`src/verilog/rv_isa_pkg.sv`:
```
// RV32I encodings used by the hart and the testbench reference model
// Import with a wildcard in the module header
`default_nettype none

package rv_isa_pkg;

    localparam int XLEN   = 32;     // Data and address width
    localparam int REG_AW = 5;      // Register index width, 32 architectural regs

    // Major opcodes kept by this core, inst[6:0]
    typedef enum logic [6:0] {
        OP     = 7'b0110011,        // R-type arithmetic
        OP_IMM = 7'b0010011,        // I-type arithmetic
        LUI    = 7'b0110111,
        LOAD   = 7'b0000011,        // Only lw is used
        STORE  = 7'b0100011,        // Only sw is used
        BRANCH = 7'b1100011,
        JAL    = 7'b1101111,
        SYSTEM = 7'b1110011         // ebreak
    } opcode_e;

    // Arithmetic funct3, shared by OP and OP_IMM
    typedef enum logic [2:0] {
        F3_ADD  = 3'b000,           // add/sub, sub needs funct7[5]
        F3_SLL  = 3'b001,
        F3_SLT  = 3'b010,
        F3_SLTU = 3'b011,
        F3_XOR  = 3'b100,
        F3_SR   = 3'b101,           // srl/sra picked by inst[30]
        F3_OR   = 3'b110,
        F3_AND  = 3'b111
    } funct3_alu_e;

    // Branch conditions, 010 and 011 are reserved
    typedef enum logic [2:0] {
        BEQ  = 3'b000,
        BNE  = 3'b001,
        BLT  = 3'b100,
        BGE  = 3'b101,
        BLTU = 3'b110,
        BGEU = 3'b111
    } funct3_br_e;

endpackage

`default_nettype wire

```
`src/verilog/hart_ctrl_pkg.sv`:
```
// Control types passed from decode to execute inside the hart
`default_nettype none

package hart_ctrl_pkg;

    // ALU function, PASS_B forwards operand B untouched
    typedef enum logic [3:0] {
        ADD, SUB, SLL, SLT, SLTU, XOR, SRL, SRA, OR, AND, PASS_B
    } alu_op_e;

    // Writeback source for rd
    typedef enum logic [1:0] {
        WB_ALU = 2'b00,             // Arithmetic and lui
        WB_MEM = 2'b01,             // lw
        WB_PC4 = 2'b10              // jal link address
    } wb_sel_e;

    // ALU operand A source
    typedef enum logic {
        OPA_RS1  = 1'b0,
        OPA_ZERO = 1'b1             // lui
    } op_a_sel_e;

endpackage

`default_nettype wire

```
`src/verilog/hart_fetch.sv`:
```
// Program counter with its next-pc mux and the run/halt state
// The pc only advances while running; ebreak stops it until reset
`timescale 1ns/1ns
`default_nettype none

module hart_fetch
    import rv_isa_pkg::*;
#(
    parameter logic [XLEN-1:0] RESET_ADDR = '0
) (
    input  wire             clk,
    input  wire             i_rst,
    input  wire             i_halt,             // ebreak decoded this cycle
    input  wire             i_branch_taken,     // Taken branch or jal
    input  wire [XLEN-1:0]  i_target,
    output logic [XLEN-1:0] o_pc,
    output logic [XLEN-1:0] o_pc_plus4,
    output logic            o_halted            // Not retiring this cycle
);

    // Halt latch, set by ebreak and cleared only by reset
    typedef enum logic {ST_RUN, ST_HALT} fetch_state_e;

    fetch_state_e    state;
    logic [XLEN-1:0] next_pc;

    assign o_pc_plus4 = o_pc + XLEN'(4);
    assign next_pc    = i_branch_taken ? i_target : o_pc_plus4;
    assign o_halted   = i_rst || (state == ST_HALT);    // Nothing retires in reset

    always_ff @(posedge clk) begin
        if (i_rst) begin
            state <= ST_RUN;
            o_pc  <= RESET_ADDR;
        end else if (state == ST_RUN) begin
            o_pc <= next_pc;                            // Held once halted
            if (i_halt) state <= ST_HALT;               // Latched until reset
        end
    end

    // Targets come from execute, so this checks the immediate path as well
    pc_aligned_a: assert property (@(posedge clk) disable iff (i_rst) o_pc[1:0] == 2'b00);

endmodule

`default_nettype wire

```
`src/verilog/hart_decode.sv`:
```
// Instruction decoder: register indices, immediate and control signals
// Purely combinational, driven straight from the imem read data
`timescale 1ns/1ns
`default_nettype none

module hart_decode
    import rv_isa_pkg::*;
    import hart_ctrl_pkg::*;
(
    input  wire [XLEN-1:0]    i_inst,
    output logic [REG_AW-1:0] o_rs1_addr,
    output logic [REG_AW-1:0] o_rs2_addr,
    output logic [REG_AW-1:0] o_rd_addr,
    output logic [XLEN-1:0]   o_imm,
    output alu_op_e           o_alu_op,
    output op_a_sel_e         o_op_a_sel,
    output logic              o_use_imm,      // Operand B is the immediate
    output wb_sel_e           o_wb_sel,
    output logic              o_rd_wen,
    output logic              o_mem_ren,
    output logic              o_mem_wen,
    output logic              o_is_branch,
    output logic              o_is_jal,
    output funct3_br_e        o_br_funct,
    output logic              o_halt
);

    opcode_e         opcode;
    funct3_alu_e     f3;
    alu_op_e         alu_fn;                  // Function for OP / OP_IMM
    logic [XLEN-1:0] imm_i, imm_s, imm_b, imm_u, imm_j;

    assign opcode     = opcode_e'(i_inst[6:0]);
    assign f3         = funct3_alu_e'(i_inst[14:12]);
    assign o_br_funct = funct3_br_e'(i_inst[14:12]);
    assign o_rs1_addr = i_inst[19:15];
    assign o_rs2_addr = i_inst[24:20];
    assign o_rd_addr  = i_inst[11:7];

    // Immediate formats, all sign extended from inst[31]
    assign imm_i = {{20{i_inst[31]}}, i_inst[31:20]};
    assign imm_s = {{20{i_inst[31]}}, i_inst[31:25], i_inst[11:7]};
    assign imm_b = {{19{i_inst[31]}}, i_inst[31], i_inst[7], i_inst[30:25], i_inst[11:8], 1'b0};
    assign imm_u = {i_inst[31:12], 12'b0};
    assign imm_j = {{11{i_inst[31]}}, i_inst[31], i_inst[19:12], i_inst[20], i_inst[30:21], 1'b0};

    // sub exists only as a register form; inst[30] of addi is immediate data
    // srai carries the same inst[30] flag as sra
    always_comb begin
        case (f3)
            F3_ADD:  alu_fn = (opcode == OP && i_inst[30]) ? SUB : ADD;
            F3_SLL:  alu_fn = SLL;
            F3_SLT:  alu_fn = SLT;
            F3_SLTU: alu_fn = SLTU;
            F3_XOR:  alu_fn = XOR;
            F3_SR:   alu_fn = i_inst[30] ? SRA : SRL;
            F3_OR:   alu_fn = OR;
            default: alu_fn = AND;
        endcase
    end

    always_comb begin
        // Defaults give a no-op that writes nothing
        o_imm       = '0;
        o_alu_op    = ADD;
        o_op_a_sel  = OPA_RS1;
        o_use_imm   = 1'b0;
        o_wb_sel    = WB_ALU;
        o_rd_wen    = 1'b0;
        o_mem_ren   = 1'b0;
        o_mem_wen   = 1'b0;
        o_is_branch = 1'b0;
        o_is_jal    = 1'b0;
        o_halt      = 1'b0;
        case (opcode)
            OP: begin
                o_alu_op = alu_fn;
                o_rd_wen = 1'b1;
            end
            OP_IMM: begin
                o_alu_op  = alu_fn;
                o_imm     = imm_i;
                o_use_imm = 1'b1;
                o_rd_wen  = 1'b1;
            end
            LUI: begin
                o_alu_op   = PASS_B;
                o_op_a_sel = OPA_ZERO;
                o_imm      = imm_u;
                o_use_imm  = 1'b1;
                o_rd_wen   = 1'b1;
            end
            LOAD: begin                       // Address is rs1 + imm through the ALU
                o_imm     = imm_i;
                o_use_imm = 1'b1;
                o_wb_sel  = WB_MEM;
                o_rd_wen  = 1'b1;
                o_mem_ren = 1'b1;
            end
            STORE: begin
                o_imm     = imm_s;
                o_use_imm = 1'b1;
                o_mem_wen = 1'b1;
            end
            BRANCH: begin
                o_imm       = imm_b;
                o_is_branch = 1'b1;
            end
            JAL: begin
                o_imm    = imm_j;
                o_wb_sel = WB_PC4;            // Link address
                o_rd_wen = 1'b1;
                o_is_jal = 1'b1;
            end
            SYSTEM: o_halt = (i_inst[31:20] == 12'h001);  // ebreak only, ecall is a no-op
            default: ;
        endcase
    end

endmodule

`default_nettype wire

```
`src/verilog/hart_regfile.sv`:
```
// Integer register file, two asynchronous read ports and one write port
// x0 has no storage and always reads as zero
`timescale 1ns/1ns
`default_nettype none

module hart_regfile
    import rv_isa_pkg::*;
(
    input  wire              clk,
    input  wire              i_rst,
    input  wire [REG_AW-1:0] i_rs1_addr,
    input  wire [REG_AW-1:0] i_rs2_addr,
    input  wire [REG_AW-1:0] i_rd_addr,
    input  wire              i_rd_wen,
    input  wire [XLEN-1:0]   i_rd_wdata,
    output logic [XLEN-1:0]  o_rs1_data,
    output logic [XLEN-1:0]  o_rs2_data
);

    localparam int NREGS = 2 ** REG_AW;

    logic [XLEN-1:0] regs [1:NREGS-1];      // x1 to x31

    always_ff @(posedge clk) begin
        if (i_rst) begin
            for (int i = 1; i < NREGS; i++) regs[i] <= '0;   // Architectural state starts at zero
        end else if (i_rd_wen && (i_rd_addr != '0)) begin
            regs[i_rd_addr] <= i_rd_wdata;  // Writes to x0 dropped
        end
    end

    // No bypass, a write is seen by the next instruction
    assign o_rs1_data = (i_rs1_addr == '0) ? '0 : regs[i_rs1_addr];
    assign o_rs2_data = (i_rs2_addr == '0) ? '0 : regs[i_rs2_addr];

endmodule

`default_nettype wire

```
`src/verilog/hart_execute.sv`:
```
// ALU, branch unit, data memory drive and writeback mux
// Combinational; results are consumed by fetch and the register file at the edge
`timescale 1ns/1ns
`default_nettype none

module hart_execute
    import rv_isa_pkg::*;
    import hart_ctrl_pkg::*;
(
    input  wire [XLEN-1:0]  i_pc,
    input  wire [XLEN-1:0]  i_pc_plus4,
    input  wire [XLEN-1:0]  i_rs1_data,
    input  wire [XLEN-1:0]  i_rs2_data,
    input  wire [XLEN-1:0]  i_imm,
    input  wire alu_op_e    i_alu_op,
    input  wire op_a_sel_e  i_op_a_sel,
    input  wire             i_use_imm,
    input  wire wb_sel_e    i_wb_sel,
    input  wire             i_mem_ren,
    input  wire             i_mem_wen,
    input  wire             i_is_branch,
    input  wire             i_is_jal,
    input  wire funct3_br_e i_br_funct,
    input  wire             i_halted,
    input  wire [XLEN-1:0]  i_dmem_rdata,
    output logic            o_branch_taken,
    output logic [XLEN-1:0] o_target,
    output logic [XLEN-1:0] o_dmem_addr,
    output logic            o_dmem_ren,
    output logic            o_dmem_wen,
    output logic [XLEN-1:0] o_dmem_wdata,
    output logic [XLEN-1:0] o_rd_wdata
);

    logic [XLEN-1:0] op_a, op_b, alu_res;
    logic [4:0]      shamt;
    logic            br_eq, br_lt, br_ltu, br_cond;

    assign op_a  = (i_op_a_sel == OPA_ZERO) ? '0 : i_rs1_data;
    assign op_b  = i_use_imm ? i_imm : i_rs2_data;
    assign shamt = op_b[4:0];                       // Upper bits ignored, as RV32I requires

    always_comb begin
        case (i_alu_op)
            ADD:     alu_res = op_a + op_b;         // Also load/store address
            SUB:     alu_res = op_a - op_b;
            SLL:     alu_res = op_a << shamt;
            SLT:     alu_res = {{(XLEN-1){1'b0}}, $signed(op_a) < $signed(op_b)};
            SLTU:    alu_res = {{(XLEN-1){1'b0}}, op_a < op_b};
            XOR:     alu_res = op_a ^ op_b;
            SRL:     alu_res = op_a >> shamt;
            SRA:     alu_res = $signed(op_a) >>> shamt;
            OR:      alu_res = op_a | op_b;
            AND:     alu_res = op_a & op_b;
            PASS_B:  alu_res = op_b;                // lui
            default: alu_res = '0;
        endcase
    end

    // Branch compare always works on rs1/rs2, never on the immediate
    assign br_eq  = (i_rs1_data == i_rs2_data);
    assign br_lt  = ($signed(i_rs1_data) < $signed(i_rs2_data));
    assign br_ltu = (i_rs1_data < i_rs2_data);

    always_comb begin
        case (i_br_funct)
            BEQ:     br_cond = br_eq;
            BNE:     br_cond = !br_eq;
            BLT:     br_cond = br_lt;
            BGE:     br_cond = !br_lt;
            BLTU:    br_cond = br_ltu;
            BGEU:    br_cond = !br_ltu;
            default: br_cond = 1'b0;                // Reserved encodings fall through
        endcase
    end

    assign o_branch_taken = i_is_jal || (i_is_branch && br_cond);
    assign o_target       = i_pc + i_imm;           // Shared by branches and jal

    // Word accesses only, so the byte offset is dropped
    assign o_dmem_addr  = {alu_res[XLEN-1:2], 2'b00};
    assign o_dmem_ren   = i_mem_ren && !i_halted;
    assign o_dmem_wen   = i_mem_wen && !i_halted;
    assign o_dmem_wdata = i_rs2_data;

    always_comb begin
        case (i_wb_sel)
            WB_MEM:  o_rd_wdata = i_dmem_rdata;
            WB_PC4:  o_rd_wdata = i_pc_plus4;
            default: o_rd_wdata = alu_res;
        endcase
    end

    // Decode must never mark one opcode as both load and store
    mem_excl_a: assert final (!(o_dmem_ren && o_dmem_wen));

endmodule

`default_nettype wire

```
`src/verilog/hart_top.sv`:
```
// Single-cycle RV32I hart: fetch, decode, register file and execute
// imem and dmem reads are combinational, all state changes land on the clock edge
`timescale 1ns/1ns
`default_nettype none

module hart_top
    import rv_isa_pkg::*;
    import hart_ctrl_pkg::*;
#(
    parameter logic [XLEN-1:0] RESET_ADDR = '0     // Must be word aligned
) (
    input  wire               clk,
    input  wire               i_rst,
    output logic [XLEN-1:0]   o_imem_raddr,
    input  wire [XLEN-1:0]    i_imem_rdata,
    output logic [XLEN-1:0]   o_dmem_addr,
    output logic              o_dmem_ren,
    output logic              o_dmem_wen,
    output logic [XLEN-1:0]   o_dmem_wdata,
    input  wire [XLEN-1:0]    i_dmem_rdata,
    output logic              o_retire_valid,
    output logic [XLEN-1:0]   o_retire_inst,
    output logic [XLEN-1:0]   o_retire_pc,
    output logic [XLEN-1:0]   o_retire_next_pc,
    output logic [REG_AW-1:0] o_retire_rd_waddr,
    output logic [XLEN-1:0]   o_retire_rd_wdata,
    output logic              o_retire_halt
);

    logic [XLEN-1:0]   pc, pc_plus4, target, rs1_data, rs2_data, imm, rd_wdata;
    logic [REG_AW-1:0] rs1_addr, rs2_addr, rd_addr;
    logic              halted, halt, branch_taken, rd_wen, rf_wen;
    logic              use_imm, mem_ren, mem_wen, is_branch, is_jal;
    alu_op_e           alu_op;
    op_a_sel_e         op_a_sel;
    wb_sel_e           wb_sel;
    funct3_br_e        br_funct;

    hart_fetch #(.RESET_ADDR(RESET_ADDR)) hart_fetch_i (
        .clk(clk), .i_rst(i_rst), .i_halt(halt), .i_branch_taken(branch_taken),
        .i_target(target), .o_pc(pc), .o_pc_plus4(pc_plus4), .o_halted(halted)
    );

    hart_decode hart_decode_i (
        .i_inst(i_imem_rdata), .o_rs1_addr(rs1_addr), .o_rs2_addr(rs2_addr),
        .o_rd_addr(rd_addr), .o_imm(imm), .o_alu_op(alu_op), .o_op_a_sel(op_a_sel),
        .o_use_imm(use_imm), .o_wb_sel(wb_sel), .o_rd_wen(rd_wen), .o_mem_ren(mem_ren),
        .o_mem_wen(mem_wen), .o_is_branch(is_branch), .o_is_jal(is_jal),
        .o_br_funct(br_funct), .o_halt(halt)
    );

    assign rf_wen = rd_wen && !halted;              // Nothing commits in reset or after ebreak

    hart_regfile hart_regfile_i (
        .clk(clk), .i_rst(i_rst), .i_rs1_addr(rs1_addr), .i_rs2_addr(rs2_addr),
        .i_rd_addr(rd_addr), .i_rd_wen(rf_wen), .i_rd_wdata(rd_wdata),
        .o_rs1_data(rs1_data), .o_rs2_data(rs2_data)
    );

    hart_execute hart_execute_i (
        .i_pc(pc), .i_pc_plus4(pc_plus4), .i_rs1_data(rs1_data), .i_rs2_data(rs2_data),
        .i_imm(imm), .i_alu_op(alu_op), .i_op_a_sel(op_a_sel), .i_use_imm(use_imm),
        .i_wb_sel(wb_sel), .i_mem_ren(mem_ren), .i_mem_wen(mem_wen),
        .i_is_branch(is_branch), .i_is_jal(is_jal), .i_br_funct(br_funct),
        .i_halted(halted), .i_dmem_rdata(i_dmem_rdata), .o_branch_taken(branch_taken),
        .o_target(target), .o_dmem_addr(o_dmem_addr), .o_dmem_ren(o_dmem_ren),
        .o_dmem_wen(o_dmem_wen), .o_dmem_wdata(o_dmem_wdata), .o_rd_wdata(rd_wdata)
    );

    assign o_imem_raddr = pc;

    // Retire trace, one instruction per running cycle
    assign o_retire_valid    = !halted;
    assign o_retire_inst     = i_imem_rdata;
    assign o_retire_pc       = pc;
    assign o_retire_next_pc  = branch_taken ? target : pc_plus4;   // Same choice fetch loads
    assign o_retire_rd_waddr = rf_wen ? rd_addr : '0;             // Zero when nothing written
    assign o_retire_rd_wdata = rd_wdata;
    assign o_retire_halt     = halt;

    // ebreak must stop retirement from the very next cycle
    halt_stops_a: assert property (@(posedge clk) disable iff (i_rst)
        (o_retire_valid && o_retire_halt) |=> !o_retire_valid);

endmodule

`default_nettype wire

```
`config.mk`:
```
export PLATFORM = sky130hd
export DESIGN_NAME = hart_top
export DESIGN_NICKNAME = d
export VERILOG_FILES = /design/src/verilog/rv_isa_pkg.sv /design/src/verilog/hart_ctrl_pkg.sv /design/src/verilog/hart_fetch.sv /design/src/verilog/hart_decode.sv /design/src/verilog/hart_regfile.sv /design/src/verilog/hart_execute.sv /design/src/verilog/hart_top.sv
export SDC_FILE = /design/constraint.sdc
export NUM_CORES = 2
export LEC_CHECK = 0
export BUFFER_PORTS_ARGS = -buffer_cell sky130_fd_sc_hd__buf_2
export CAP_MARGIN = 15
export CORE_ASPECT_RATIO = 0.5
export CORE_MARGIN = 10
export CORE_UTILIZATION = 60
export CTS_CLUSTER_SIZE = 28
export DETAILED_ROUTE_END_ITERATION = 10
export PLACE_DENSITY_LB_ADDON = 0.3
export SLEW_MARGIN = 30
export SYNTH_ARGS = -nofsm -noshare
export SYNTH_HDL_FRONTEND = slang
export SYNTH_SLANG_ARGS = --single-unit
```
`constraint.sdc`:
```
create_clock -name clk -period 12.4 [get_ports clk]
set_input_delay 0.62 -clock clk [delete_from_list [all_inputs] [get_ports clk]]
set_output_delay 0.62 -clock clk [all_outputs]
set_load 0.01 [all_outputs]
```
==> results of run 1 <==
## synth_stat cells (40+ instances only)
cell | n | share of area [%]
and3_1 | 42 | 0.38
ha_1 | 171 | 3.1
nand2b_1 | 60 | 0.54
o211ai_1 | 46 | 0.50
o21ai_0 | 182 | 1.3
nor3_1 | 207 | 1.5
xnor2_1 | 52 | 0.66
o22ai_1 | 106 | 0.96
buf_1 | 49 | 0.27
a21o_1 | 54 | 0.59
a21oi_1 | 245 | 1.8
a31oi_1 | 40 | 0.36
nand2_1 | 329 | 1.8
nand3_1 | 138 | 1.0
mux4_2 | 470 | 15
mux2i_1 | 196 | 2.8
buf_4 | 89 | 0.97
clkbuf_1 | 312 | 1.7
a22oi_1 | 87 | 0.95
nor2_1 | 1095 | 6.0
inv_1 | 187 | 1.0
buf_2 | 143 | 1.0
edfxtp_1 | 1024 | 45
## routing by layer
layer	overflow	GRT usage [%]
met3	55	71.4
met4	97	61.2
met5	12	55.9
met1	48	79.5
met2	88	86.5
## cell families after synthesis
family | Yosys count | share of synthesized area (%)
buf+inv | 834 | 5.75
xor+xnor | 70 | 0.888
fa+ha+maj | 174 | 3.19
simple gates | 2163 | 14.1
other cells | 1 | 0.00543
compound gates | 1209 | 12.0
mux | 689 | 18.5
flops | 1057 | 45.5
## metrics by stage
| step | std cells | instance area [sq um] |
|---|---|---|
| after floorplan | 6230 | 69200 |
| after global placement | 7632 | 71600 |
| after detailed placement | 7634 | 71600 |
| after CTS | 7789 | 74500 |
==> flow_summary_export.csv, run 1 <==
group,metric,value,unit
yosys,synthArstFlopShare,0,%
yosys,yosys_warnings,0,
global_routing,antenna_found_initial,84,
outcome,status,"aborted with a tool error",
yosys,syn-mean-instance-area,11.1,sq um
yosys,syn-cell-area,69000,sq um
floorplan,start_util,60.9,%
cts,holdBufCountCts,0,
cts,cts_resized,0,
yosys,synth_edf_count,1024,
cts,cts_inserted_buffers,89,
placement,io_buffers,296,
floorplan,rows,87,
placement,place_hpwl,241,mm
outcome,haltStage,"global routing",
global_routing,grt_max_degree,98,
global_routing,grt.overflow.total,300,
cts,clockRootBuffer,"clkbuf_16",
cts,cts_setup_buffers,0,
cts,clockBufferDepth,3,
floorplan,die_w,500,um
yosys,synth_cell_types,111,
placement,gp_congestion,1.08,
yosys,synth_flop_cell,"edfxtp_1",
floorplan,die_height,260,um
yosys,synth_seq_cells,1057,
yosys,seq_area_frac_synth,45.5,%
floorplan,pin_count,299,
cts,clock-sinks,1057,
cts,h-tree-depth,3,
yosys,synthCells,6197,
placement,post-place-ws,2710,ps
global_routing,grt_usage,76.6,%
outcome,tool.error,"[ERROR GRT-0232] Routing congestion too high. Check the congestion heatmap in the GUI.",
==> inputs of run 2 (changes only) <==
- CORE_ASPECT_RATIO: 0.5 -> unset
- CORE_UTILIZATION: 60 -> 40
- CTS_CLUSTER_SIZE: 28 -> unset
- PLACE_DENSITY_LB_ADDON: 0.3 -> 0.15
==> run 2 against run 1 <==
Area after synthesis is the same. Synthesized cell count is the same. The flow now finishes without violations.
==> flow_summary_export.csv, run 2 <==
group,metric,value,unit
global_routing,grt_busiest_layer,"met2",
critical_path,start_kind,"input port",
placement,io_buffers,296,
final_layout,mostFrequentLayoutCells,"nor2_1, edfxtp_1, mux4_2",
critical_path,path_delay_family,"simple AND/OR/NAND/NOR gates",
yosys,yosys.area.top_type,"edfxtp_1",
outcome,status,"finished, final reports clean",
detailed_routing,routedWlPerCell,41.8,um
detailed_routing,drt-pass1-iter-count,7,
job,maxCapViolations,0,
cts,cts_resized,0,
global_routing,grt_usage,36.8,%
timing,min_period,9510,ps
final_layout,layout.cells.most_common,"nor2_1",
cts,cts_setup_buffers,0,
detailed_routing,postRouteAntennaNets,0,
hold_path,min_path_type,"in2reg",
timing,rsz0062_at_grt,"false",
yosys,synthMuxAreaShare,18.5,%
timing,fmax,105,MHz
yosys,synth_common_cells,"nor2_1, edfxtp_1, mux4_2, nand2_1, clkbuf_1",
critical_path,end_kind,"output port",
yosys,syn-cell-area,69000,sq um
timing,drv_slew,0,
power,power_density,147,nW/um^2
detailed_routing,avgViaCountPerCell,6.86,
critical_path,r2r-start,"hart_regfile_i.regs[1][6]$_SDFFCE_PN0P_",
yosys,synth_edf_count,1024,
global_routing,grt.overflow.total,0,
critical_path,reg2regPathDepth,22,
critical_path,reg2reg_to,"hart_regfile_i.regs[25][27]$_SDFFCE_PN0P_",
critical_path,crit_chain,"buf_8, buf_4, buf_4, mux4_2, mux2_2, a21oi_1, and3_1, nor2_1, ha_1, nand2_1, nor3_1, nand4_1, or3_1, or4_1, nand3_1, o311ai_0, o311a_1, nor2_4, buf_4, mux2_2, buf_2",
final_layout,finalNonFillerCells,8675,
critical_path,cp_slowest_cell,"a21oi_1",
cts,clockRootBuffer,"clkbuf_16",
yosys,synth-simple-area-share,14.1,%
hold_path,hold_depth,2,
global_routing,grtUsageMet1,46.0,%
placement,place_inst,8448,
power,peakVddDrop,125,uV
yosys,synth_compound_area_share,12.0,%
yosys,synthXorXnorAreaFrac,0.888,%
hold_path,hold_start,"i_rst",
final_layout,layout-drive-gt1-share,22.2,%
cts,clock-sinks,1057,
timing,setup_viol,0,
yosys,synth_cell_types,111,
final_layout,largest_registers,"hart_regfile_i.regs x1024, hart_fetch_i.o_pc x32, hart_fetch_i.state x1",
yosys,synthCells,6197,
critical_path,crit_buf_inv,5,
global_routing,grt_pass1_wl,489,mm
cts,cts_inserted_buffers,118,
timing,finalCritPeriodShare,76.7,%
global_routing,grt_pass1_vias,57400,
cts,holdBufCountCts,0,
critical_path,path_depth,21,
critical_path,rrSetupSlack,4640,ps
floorplan,rows,152,
timing,slew_headroom,24.0,%
critical_path,max_stage_delay,740,ps
final_layout,largest_reg_flops,1024,
yosys,syn-mean-instance-area,11.1,sq um
floorplan,die_w,435,um
cts,clkLatencyLatePin,800,ps
detailed_routing,drc,0,
floorplan,die_height,435,um
floorplan,start_util,40.2,%
global_routing,grt_max_degree,85,
floorplan,core,172000,sq um
power,p_total,11200,uW
cts,h-tree-depth,3,
yosys,synth_top_area_share,44.5,%
yosys,yosysMostFrequentCell,"nor2_1",
yosys,netlist_top_cells_area,"edfxtp_1, mux4_2, nor2_1",
timing,finalHoldViolations,0,
final_layout,fin_area,76600,sq um
floorplan,die-area,190000,sq um
placement,placed_area,72900,sq um
placement,gp_congestion,1.04,
yosys,synth_seq_cells,1057,
global_routing,grt_use_met2,55.4,%
cts,clockBufferDepth,3,
timing,fin_skew,49.0,ps
critical_path,path_class,"in2out",
cts,clk_pin_slew_worst_paths,60,ps
critical_path,arrival,8890,ps
placement,place_hpwl,249,mm
floorplan,pin_count,299,
detailed_routing,wirelength,362,mm
cts,cts_tree,"done",
hold_path,hold-path-endpoint,"hart_fetch_i.o_pc[2]$_SDFFE_PP0N_",
critical_path,crit_required,11780,ps
critical_path,crit_path_frequent_cell,"buf_4",
global_routing,antenna_found_initial,9,
final_layout,max_flop_register,"hart_regfile_i.regs",
power,leakage,0.0295,uW
global_routing,use_met3,8.61,%
final_layout,final_util,44.7,%
timing,setup_tns,0,ps
detailed_routing,dr.first_iter.drc_count,8813,
yosys,synthAdderAreaFrac,3.19,%
final_layout,area_growth,11.0,%
critical_path,cp_max_fo,81,
yosys,yosys_warnings,0,
timing,worstMarginPinSlew,1140,ps
final_layout,fin_nets,6498,
yosys,synth_flop_cell,"edfxtp_1",
yosys,synth_top_family_by_area,"multiplexers",
yosys,seq_area_frac_synth,45.5,%
yosys,synthArstFlopShare,0,%
detailed_routing,vias,59500,
## run 2: cell counts after synthesis
Identical to the previous run, type by type.
## run 2: through the flow
| step | hold WS, ps | setup WS [ps] |
|---|---|---|
| detailed placement | 621 | 3300 |
| floorplan | 549 | 4650 |
| global route | 215 | 2810 |
| global placement | 603 | 3150 |
| finish | 190 | 2890 |
| CTS | 142 | 3280 |
## run 2: worst max-delay path by stage
stage | slack (ps) | end | startpoint
5_1_grt | 2810 | o_retire_next_pc[21] | i_imem_rdata[16]
6_report | 2890 | o_retire_next_pc[20] | i_imem_rdata[16]
4_1_cts | 3280 | o_retire_next_pc[20] | i_imem_rdata[16]
2_1_floorplan | 4650 | o_retire_rd_wdata[25] | i_imem_rdata[20]
3_3_place_gp | 3150 | o_retire_rd_wdata[27] | i_imem_rdata[21]
3_5_place_dp | 3300 | o_retire_next_pc[20] | i_imem_rdata[16]
## run 2: cells by family (layout without fill, tap and decap cells)
| family | after synthesis | count (layout) |
|---|---|---|
| fa+ha+maj | 174 | 174 |
| buf+inv | 834 | 965 |
| xor+xnor | 70 | 70 |
| other cells | 1 | 38 |
| compound gates | 1209 | 1209 |
| flops | 1057 | 1057 |
| mux | 689 | 689 |
| simple gates | 2163 | 2163 |
## run 2: worst register-to-register path, cell delays in order, from the launching register on
cell and delay [ps]:
edfxtp_1 360, mux4_2 230, nand2_1 60, a21oi_1 280, a21oi_1 70, o22ai_1 570
inv_1 340, a21boi_0 270, buf_4 210, ha_1 310, nor2b_1 110, or4_1 420
o211ai_1 430, o221ai_1 320, a221oi_1 710, o211a_1 370, xnor2_1 220, nor2_1 140
a221oi_1 560, nand3_1 390, o21ai_4 560, buf_4 450, nor2_1 100
## run 2: area by class of cell
cell class | count | area [sq um]
Fill cell | 16300 | 94900
Multi-Input combinational cell | 4339 | 34400
Sequential cell | 1057 | 31400
Timing Repair Buffer | 534 | 3440
Clock buffer | 149 | 3090
Tap cell | 2310 | 2890
Inverter | 208 | 786
Clock inverter | 74 | 634
Antenna cell | 4 | 10.0
## run 2: power by group
| group | internal, uW | switching [uW] |
|---|---|---|
| logic | 965 | 2630 |
| registers | 4070 | 83.1 |
| clock network | 1950 | 1550 |
## run 2: metal layers
layer / vias up / wire length [um]
met4: 12 / 33200
met3: 1104 / 41500
met1: 30100 / 131000
met5: - / 85
met2: 4621 / 157000
li1: 23600 / -
No activity file was read; power rests on OpenSTA's default activity.
